File: src/hdl/rv_pkg.sv
package rv_pkg;

  // ======================================================================
  // Data and index types
  // ======================================================================
  localparam int xlen = 32;

  typedef logic [xlen-1:0] word_t;
  typedef logic [4:0]      reg_idx_t;

  // ======================================================================
  // Opcodes and function codes
  // ======================================================================
  localparam logic [6:0] opc_op     = 7'b0110011;  // Register-register
  localparam logic [6:0] opc_op_imm = 7'b0010011;  // Register-immediate

  localparam logic [2:0] f3_add_sub = 3'b000;
  localparam logic [2:0] f3_sll     = 3'b001;
  localparam logic [2:0] f3_slt     = 3'b010;
  localparam logic [2:0] f3_sltu    = 3'b011;
  localparam logic [2:0] f3_xor     = 3'b100;
  localparam logic [2:0] f3_srl_sra = 3'b101;
  localparam logic [2:0] f3_or      = 3'b110;
  localparam logic [2:0] f3_and     = 3'b111;

  // Selects sub instead of add, sra instead of srl
  localparam logic [6:0] funct7_alt = 7'b0100000;

  typedef enum logic [3:0] {
    alu_add,
    alu_sub,
    alu_sll,
    alu_slt,
    alu_sltu,
    alu_xor,
    alu_srl,
    alu_sra,
    alu_or,
    alu_and
  } alu_op_e;

  // ======================================================================
  // Instruction word views
  // ======================================================================
  typedef struct packed {
    logic [6:0] funct7;
    reg_idx_t   rs2;
    reg_idx_t   rs1;
    logic [2:0] funct3;
    reg_idx_t   rd;
    logic [6:0] opcode;
  } r_type_t;

  typedef struct packed {
    logic [11:0] imm;
    reg_idx_t    rs1;
    logic [2:0]  funct3;
    reg_idx_t    rd;
    logic [6:0]  opcode;
  } i_type_t;

  typedef union packed {
    r_type_t r;
    i_type_t i;
  } instr_u;

endpackage

File: src/hdl/instr_intake.sv
module instr_intake #(
  parameter int FIFO_DEPTH = 4
) (
  input  logic        clk,
  input  logic        arst_n,
  input  logic        in_valid,
  input  logic [31:0] in_instr,
  input  logic        pop,
  output logic        in_credit,
  output logic        head_valid,
  output logic [31:0] head_instr
);

  localparam int PW = (FIFO_DEPTH > 1) ? $clog2(FIFO_DEPTH) : 1;
  localparam int CW = $clog2(FIFO_DEPTH + 1);

  logic [31:0]   mem [FIFO_DEPTH];
  logic [PW-1:0] wr_ptr;
  logic [PW-1:0] rd_ptr;
  logic [CW-1:0] count;
  logic          in_valid_q;
  logic [31:0]   in_instr_q;

  // Wraps at FIFO_DEPTH, which need not be a power of two
  function automatic logic [PW-1:0] ptr_next(input logic [PW-1:0] ptr);
    return (ptr == PW'(FIFO_DEPTH - 1)) ? '0 : ptr + 1'b1;
  endfunction

  // Input stage register in front of the queue
  always_ff @(posedge clk or negedge arst_n) begin
    if (!arst_n) begin
      in_valid_q <= 1'b0;
    end else begin
      in_valid_q <= in_valid;
    end
  end

  always_ff @(posedge clk) begin
    if (in_valid) begin
      in_instr_q <= in_instr;
    end
  end

  always_ff @(posedge clk) begin
    if (in_valid_q) begin
      mem[wr_ptr] <= in_instr_q;
    end
  end

  always_ff @(posedge clk or negedge arst_n) begin
    if (!arst_n) begin
      wr_ptr    <= '0;
      rd_ptr    <= '0;
      count     <= '0;
      in_credit <= 1'b0;
    end else begin
      in_credit <= pop;  // One credit back per popped entry
      if (in_valid_q) wr_ptr <= ptr_next(wr_ptr);
      if (pop) rd_ptr <= ptr_next(rd_ptr);
      case ({in_valid_q, pop})
        2'b10:   count <= count + 1'b1;
        2'b01:   count <= count - 1'b1;
        default: count <= count;
      endcase
    end
  end

  assign head_valid = (count != '0);
  assign head_instr = mem[rd_ptr];

endmodule

File: src/hdl/instr_decoder.sv
module instr_decoder (
  input  rv_pkg::instr_u   instr,
  output rv_pkg::reg_idx_t rs1_idx,
  output rv_pkg::reg_idx_t rs2_idx,
  output rv_pkg::reg_idx_t rd_idx,
  output rv_pkg::word_t    imm,
  output logic             use_imm,
  output rv_pkg::alu_op_e  alu_op,
  output logic             illegal
);

  // Shared funct3 map for both instruction classes
  function automatic rv_pkg::alu_op_e f3_to_op(input logic [2:0] f3,
                                               input logic       sub_sel,
                                               input logic       sra_sel);
    rv_pkg::alu_op_e op;
    case (f3)
      rv_pkg::f3_add_sub: op = sub_sel ? rv_pkg::alu_sub : rv_pkg::alu_add;
      rv_pkg::f3_sll:     op = rv_pkg::alu_sll;
      rv_pkg::f3_slt:     op = rv_pkg::alu_slt;
      rv_pkg::f3_sltu:    op = rv_pkg::alu_sltu;
      rv_pkg::f3_xor:     op = rv_pkg::alu_xor;
      rv_pkg::f3_srl_sra: op = sra_sel ? rv_pkg::alu_sra : rv_pkg::alu_srl;
      rv_pkg::f3_or:      op = rv_pkg::alu_or;
      default:            op = rv_pkg::alu_and;
    endcase
    return op;
  endfunction

  logic r_alt;   // funct7 carries the alternate encoding
  logic i_alt;   // Upper immediate bits carry it
  logic i_zero;

  assign r_alt  = (instr.r.funct7 == rv_pkg::funct7_alt);
  assign i_alt  = (instr.i.imm[11:5] == rv_pkg::funct7_alt);
  assign i_zero = (instr.i.imm[11:5] == 7'b0);

  always_comb begin
    rs1_idx = instr.r.rs1;
    rs2_idx = instr.r.rs2;
    rd_idx  = instr.r.rd;
    imm     = {{20{instr.i.imm[11]}}, instr.i.imm};
    use_imm = 1'b0;
    alu_op  = rv_pkg::alu_add;
    illegal = 1'b0;

    case (instr.r.opcode)
      rv_pkg::opc_op: begin
        alu_op = f3_to_op(instr.r.funct3, r_alt, r_alt);
        if (r_alt) begin
          // Only add/sub and srl/sra have an alternate form
          illegal = (instr.r.funct3 != rv_pkg::f3_add_sub) &&
                    (instr.r.funct3 != rv_pkg::f3_srl_sra);
        end else if (instr.r.funct7 != 7'b0) begin
          illegal = 1'b1;
        end
      end
      rv_pkg::opc_op_imm: begin
        use_imm = 1'b1;
        alu_op  = f3_to_op(instr.i.funct3, 1'b0, i_alt);
        if (instr.i.funct3 == rv_pkg::f3_sll) begin
          illegal = !i_zero;
        end else if (instr.i.funct3 == rv_pkg::f3_srl_sra) begin
          illegal = !(i_zero || i_alt);
        end
      end
      default: illegal = 1'b1;
    endcase
  end

endmodule

File: src/hdl/register_file.sv
module register_file (
  input  logic             clk,
  input  logic             arst_n,
  input  logic             rd_we,
  input  rv_pkg::reg_idx_t rd_idx,
  input  rv_pkg::word_t    rd_data,
  input  rv_pkg::reg_idx_t rs1_idx,
  input  rv_pkg::reg_idx_t rs2_idx,
  output rv_pkg::word_t    rs1_data,
  output rv_pkg::word_t    rs2_data
);

  rv_pkg::word_t regs [31:1];  // x0 has no storage

  assign rs1_data = (rs1_idx != 5'd0) ? regs[rs1_idx] : '0;
  assign rs2_data = (rs2_idx != 5'd0) ? regs[rs2_idx] : '0;

  // Falling-edge write, visible to the reads of the next cycle
  always_ff @(negedge clk or negedge arst_n) begin
    if (!arst_n) begin
      for (int r = 1; r < 32; r++) begin
        regs[r] <= '0;
      end
    end else if (rd_we && rd_idx != 5'd0) begin
      regs[rd_idx] <= rd_data;
    end
  end

endmodule

File: src/hdl/alu.sv
module alu (
  input  rv_pkg::alu_op_e op,
  input  rv_pkg::word_t   a,
  input  rv_pkg::word_t   b,
  output rv_pkg::word_t   result
);

  logic [4:0] shamt;
  logic       lt_signed;
  logic       lt_unsigned;

  assign shamt       = b[4:0];
  assign lt_signed   = ($signed(a) < $signed(b));
  assign lt_unsigned = (a < b);

  always_comb begin
    case (op)
      rv_pkg::alu_add:  result = a + b;
      rv_pkg::alu_sub:  result = a - b;
      rv_pkg::alu_sll:  result = a << shamt;
      rv_pkg::alu_slt:  result = {31'b0, lt_signed};
      rv_pkg::alu_sltu: result = {31'b0, lt_unsigned};
      rv_pkg::alu_xor:  result = a ^ b;
      rv_pkg::alu_srl:  result = a >> shamt;
      rv_pkg::alu_sra:  result = $signed(a) >>> shamt;  // Sign bit fills from the left
      rv_pkg::alu_or:   result = a | b;
      rv_pkg::alu_and:  result = a & b;
      default:          result = '0;
    endcase
  end

endmodule

File: src/hdl/result_port.sv
module result_port #(
  parameter int OUT_CREDITS = 2
) (
  input  logic             clk,
  input  logic             arst_n,
  input  logic             head_valid,
  input  rv_pkg::reg_idx_t rd_idx,
  input  rv_pkg::word_t    alu_result,
  input  logic             illegal,
  input  logic             out_credit,
  output logic             issue,
  output logic             out_valid,
  output rv_pkg::reg_idx_t out_rd,
  output rv_pkg::word_t    out_data,
  output logic             out_illegal
);

  localparam int CW = $clog2(OUT_CREDITS + 1);

  logic [CW-1:0] credit_cnt;
  rv_pkg::word_t result_hold;  // Result as computed from the source registers

  // Issue only with a queued instruction and a consumer credit
  assign issue = head_valid && (credit_cnt != '0);

  // ======================================================================
  // Consumer credit counter
  // ======================================================================
  always_ff @(posedge clk or negedge arst_n) begin
    if (!arst_n) begin
      credit_cnt <= CW'(OUT_CREDITS);
      out_valid  <= 1'b0;
    end else begin
      out_valid <= issue;
      case ({out_credit, issue})
        2'b10:   credit_cnt <= credit_cnt + 1'b1;
        2'b01:   credit_cnt <= credit_cnt - 1'b1;
        default: credit_cnt <= credit_cnt;
      endcase
    end
  end

  // Taken at the same falling edge as the write-back, before rd can change a source
  always_ff @(negedge clk) begin
    if (issue) begin
      result_hold <= illegal ? '0 : alu_result;
    end
  end

  // Result register
  always_ff @(posedge clk) begin
    if (issue) begin
      out_rd      <= rd_idx;
      out_illegal <= illegal;
      out_data    <= result_hold;
    end
  end

endmodule

File: src/hdl/rv_exec_top.sv
module rv_exec_top #(
  parameter int FIFO_DEPTH  = 4,
  parameter int OUT_CREDITS = 2
) (
  input  logic             clk,
  input  logic             arst_n,
  input  logic             in_valid,
  input  logic [31:0]      in_instr,
  output logic             in_credit,
  output logic             out_valid,
  output rv_pkg::reg_idx_t out_rd,
  output rv_pkg::word_t    out_data,
  output logic             out_illegal,
  input  logic             out_credit
);

  logic             head_valid;
  logic [31:0]      head_instr;
  logic             issue;
  rv_pkg::reg_idx_t rs1_idx;
  rv_pkg::reg_idx_t rs2_idx;
  rv_pkg::reg_idx_t rd_idx;
  rv_pkg::word_t    imm;
  logic             use_imm;
  rv_pkg::alu_op_e  alu_op;
  logic             illegal;
  rv_pkg::word_t    rs1_data;
  rv_pkg::word_t    rs2_data;
  rv_pkg::word_t    alu_result;

  instr_intake #(.FIFO_DEPTH(FIFO_DEPTH)) u_intake (
    .clk, .arst_n, .in_valid, .in_instr, .pop(issue),
    .in_credit, .head_valid, .head_instr
  );

  instr_decoder u_decoder (
    .instr(rv_pkg::instr_u'(head_instr)),
    .rs1_idx, .rs2_idx, .rd_idx, .imm, .use_imm, .alu_op, .illegal
  );

  register_file u_regfile (
    .clk, .arst_n, .rd_we(issue && !illegal), .rd_idx, .rd_data(alu_result),
    .rs1_idx, .rs2_idx, .rs1_data, .rs2_data
  );

  alu u_alu (
    .op(alu_op), .a(rs1_data), .b(use_imm ? imm : rs2_data), .result(alu_result)
  );

  result_port #(.OUT_CREDITS(OUT_CREDITS)) u_result (
    .clk, .arst_n, .head_valid, .rd_idx, .alu_result, .illegal, .out_credit,
    .issue, .out_valid, .out_rd, .out_data, .out_illegal
  );

endmodule

File: config.mk
export PLATFORM = sky130hd
export DESIGN_NAME = rv_exec_top
export DESIGN_NICKNAME = d
export VERILOG_FILES = /design/src/hdl/rv_pkg.sv /design/src/hdl/instr_intake.sv /design/src/hdl/instr_decoder.sv /design/src/hdl/register_file.sv /design/src/hdl/alu.sv /design/src/hdl/result_port.sv /design/src/hdl/rv_exec_top.sv
export SDC_FILE = /design/constraint.sdc
export NUM_CORES = 2
export LEC_CHECK = 0
export ABC_AREA = 1
export BUFFER_PORTS_ARGS = -buffer_cell sky130_fd_sc_hd__buf_4
export CORE_ASPECT_RATIO = 1.25
export CORE_UTILIZATION = 50
export DETAILED_ROUTE_END_ITERATION = 8
export GPL_TIMING_DRIVEN = 1
export HOLD_SLACK_MARGIN = 0.1
export PLACE_DENSITY = 0.7
export SYNTH_ARGS = -nofsm -noshare
export SYNTH_HDL_FRONTEND = slang
export SYNTH_SLANG_ARGS = --single-unit
File: constraint.sdc
create_clock -name clk -period 8.3 [get_ports clk]
set_clock_uncertainty 0.05 [all_clocks]
set_input_delay 0 -clock clk [delete_from_list [all_inputs] [get_ports clk]]
set_output_delay 0 -clock clk [all_outputs]
set_load 0.05 [all_outputs]
==> impl_metrics.csv <==
group,metric,value,unit
status,outcome,"finished, violations left",
status,violations,"DRC, setup timing",
cells_and_area,regArea,32010,um^2
grt,antenna_found_initial,11,
die,dieArea,150600,um^2
die,rows,158,
clocking,clk_pin_slew_worst_paths,0.07,ns
route,dr_wl_met2,162900,um
die,fp.dieH,433.7,um
grt,overflow,0,
route,dr.pass1.iters,9,
route,met1_length,127100,um
cells_and_area,fillerInstances,12850,
route,drc,25,
die,ios,76,
synthesis,synth_flop_cell,"dfrtn_1",
sta,hold_violations,0,
sta,final_max_slew_viol_count,0,
sta,setup_viol,1024,
sta,setup_ws,-1.806,ns
sta,worstMarginPinSlew,1.175,ns
die,coreArea,148100,um^2
clocking,cts_tree,"done",
synthesis,synthTopCellsByArea,"dfrtn_1, nand2_1, nand3_1",
cells_and_area,final_util,0.6537,
cells_and_area,design_area,96790,um^2
route,viasPerCell,6.327,
synthesis,yosysMostFrequentCell,"nand2_1",
worst_setup_path,worstSetupPathType,"reg2reg",
synthesis,ys_async_sr_fraction,0.8135,
synthesis,synth_area,74530,um^2
route,post_drt_wl_per_cell,28.84,um
grt,grt_pass1_vias,80980,
route,ant_nets,0,
synthesis,synth_edf_count,230,
synthesis,ys_warn_count,0,
cells_and_area,drive_gt1_frac,0.2007,
placement,dp_slack,-2.572,ns
clocking,numCtsBuffers,132,
die,start_util,0.5033,
worst_setup_path,cp-start-kind,"flop",
cells_and_area,multiInputGateArea,39430,um^2
route,wirelength,391700,um
worst_setup_path,cp-end-kind,"flop",
cells_and_area,areaGrowthSynthToFinish,29.86,%
placement,dpl_cell_area,86470,um^2
route,dr_total_vias,85930,
synthesis,synth.avg_cell_area,7.054,um^2
synthesis,synth.top_cells.by_count,"nand2_1, nand3_1, dfrtn_1",
clocking,clock_latency,0.83,ns
synthesis,syn_inst,10570,
worst_setup_path,cp_max_fo,8,
worst_setup_path,max_stage_delay,0.52,ns
worst_setup_path,required,4.69,ns
min_path,holdCritPathClass,"in2reg",
worst_setup_path,crit_arrival,6.49,ns
clocking,clock-root-buffer,"clkbuf_16",
synthesis,ys_types,64,
placement,portBuffers,75,
route,top_layer_used,"met5",
synthesis,yosys.area.top_type,"dfrtn_1",
placement,hpwl,257700,um
synthesis,yosysTopAreaCellShare,0.3331,
flow_run,maxCapViolCount,0,
grt,grt_usage,0.4898,
placement,place_congestion,1.061,
grt,grt_max_degree,104,
synthesis,synth-seq-cells,1233,
synthesis,syn_nets,10710,
worst_setup_path,cp_slowest_cell,"dfrtp_2",
route,drtIter0Drc,14490,
clocking,numClockSinks,1233,
sta,slew-limit-headroom,0.2166,
synthesis,ys_seq_area_frac,0.4295,
sta,rsz0062_at_grt,"yes",
cells_and_area,layout.nets,11690,
clocking,cts_buffer_depth,3,
grt,grt_pass1_wl,540600,um
die,die_x,347.3,um
route,met3WireLength,54910,um
clocking,cts_max_level,4,
[logic make-up after synthesis]
| family | Yosys count | share of synthesized area |
|---|---|---|
| xor gates and xnor gates | 22 | 0.002585 |
| and+or+nand+nor | 6880 | 0.3838 |
| adders and majority gates | 110 | 0.01877 |
| buffers and inverters | 1239 | 0.07435 |
| AOI/OAI and AO/OA | 1081 | 0.09099 |
| DFF | 1233 | 0.4295 |
[registers in the layout, indices dropped and copies added, names as in the netlist, 2 cells and up]
register              count
u_result.out_rd           5
u_result.out_data        32
u_intake.rd_ptr           2
u_intake.count            3
u_intake.mem            128
u_intake.wr_ptr           2
u_result.result_hold     32
u_intake.in_instr_q      32
u_regfile.regs          992
u_result.credit_cnt       2
[worst max-delay path, delay by kind of cell (launching register included)]
| kind | cells | cell delay [ns] |
|---|---|---|
| and+or+nand+nor | 17 | 1.94 |
| adders and majority gates | 1 | 0.32 |
| buffers and inverters | 10 | 1.65 |
| AOI/OAI and AO/OA | 6 | 1.14 |
| DFF | 1 | 0.52 |
[what timing repair did]
action	4_1_cts	5_1_grt
pin swaps	19	154
hold buffers	68	0
cloned	4	40
setup buffers	7	100
setup endpoints to repair	1024	1024
gates resized for setup	150	560
endpoints found under the hold margin	77	0
[final timing paths]
path / startpoint / endpoint / slack (ns) / cells after the start
hold / removal: out_credit / u_result.credit_cnt[0] / 0.12 / 5
max in group asynchronous: arst_n / u_regfile.regs[66] / 2.83 / 3
setup / recovery: u_intake.rd_ptr[0] / u_regfile.regs[399] / -1.81 / 34
setup reg to reg: u_intake.rd_ptr[0] / u_regfile.regs[399] / -1.81 / 34
min in group asynchronous: arst_n / u_intake.rd_ptr[1] / 0.64 / 3
hold reg to reg: u_regfile.regs[4] / u_regfile.regs[4] / 0.38 / 2
[metrics by stage]
stage | hold slack [ns] | setup TNS [ns] | std cells
2_1_floorplan | -0.3456 | -318.24 | 10570
3_3_place_gp | 0.1283 | -1709.68 | 13090
3_5_place_dp | 0.1293 | -1758.91 | 13090
4_1_cts | 0.1090 | -1498.23 | 13440
5_1_grt | 0.1591 | -1629.76 | 13580
6_report | 0.1212 | -1491.98 | 13580
[final cells by class]
type | count | area share
Antenna cell | 5 | 0.0001293
Inverter | 430 | 0.01740
Timing Repair Buffer | 1623 | 0.1710
Clock inverter | 97 | 0.009657
Multi-Input combinational cell | 8094 | 0.4074
Timing Repair inverter | 1 | 0.00009049
Tap cell | 1920 | 0.02482
Clock buffer | 178 | 0.03886
Sequential cell | 1233 | 0.3307
[metal layers]
layer,vias to the layer above,global-route usage
met4,16,0.4441
met1,39850,0.5640
li1,36620,-
met5,-,0.0009718
met2,7220,0.7295
met3,2215,0.1549
[placed cells by master (no fill, tap or decap), types with 24 or more instances in the layout]
| cell | instances |
|---|---|
| inv_2 | 70 |
| nand3_1 | 1557 |
| nor2_1 | 214 |
| nand2_1 | 4679 |
| nand4_1 | 36 |
| buf_12 | 208 |
| buf_6 | 73 |
| nand2_2 | 134 |
| nand2_4 | 45 |
| o21ai_1 | 112 |
| a31oi_1 | 68 |
| buf_4 | 1191 |
| o21ai_0 | 281 |
| ha_1 | 80 |
| dlygate4sd3_1 | 68 |
| edfxtp_1 | 230 |
| o221ai_1 | 207 |
| o211ai_1 | 39 |
| a21oi_2 | 33 |
| dfrtn_1 | 992 |
| clkbuf_16 | 170 |
| a21oi_1 | 186 |
| nand3_2 | 30 |
| nor3_4 | 31 |
| buf_16 | 24 |
| inv_1 | 380 |
Power is left out: the tool's default activity adds up to more than one toggle a clock period on the data nets, which glitch-free logic cannot reach.
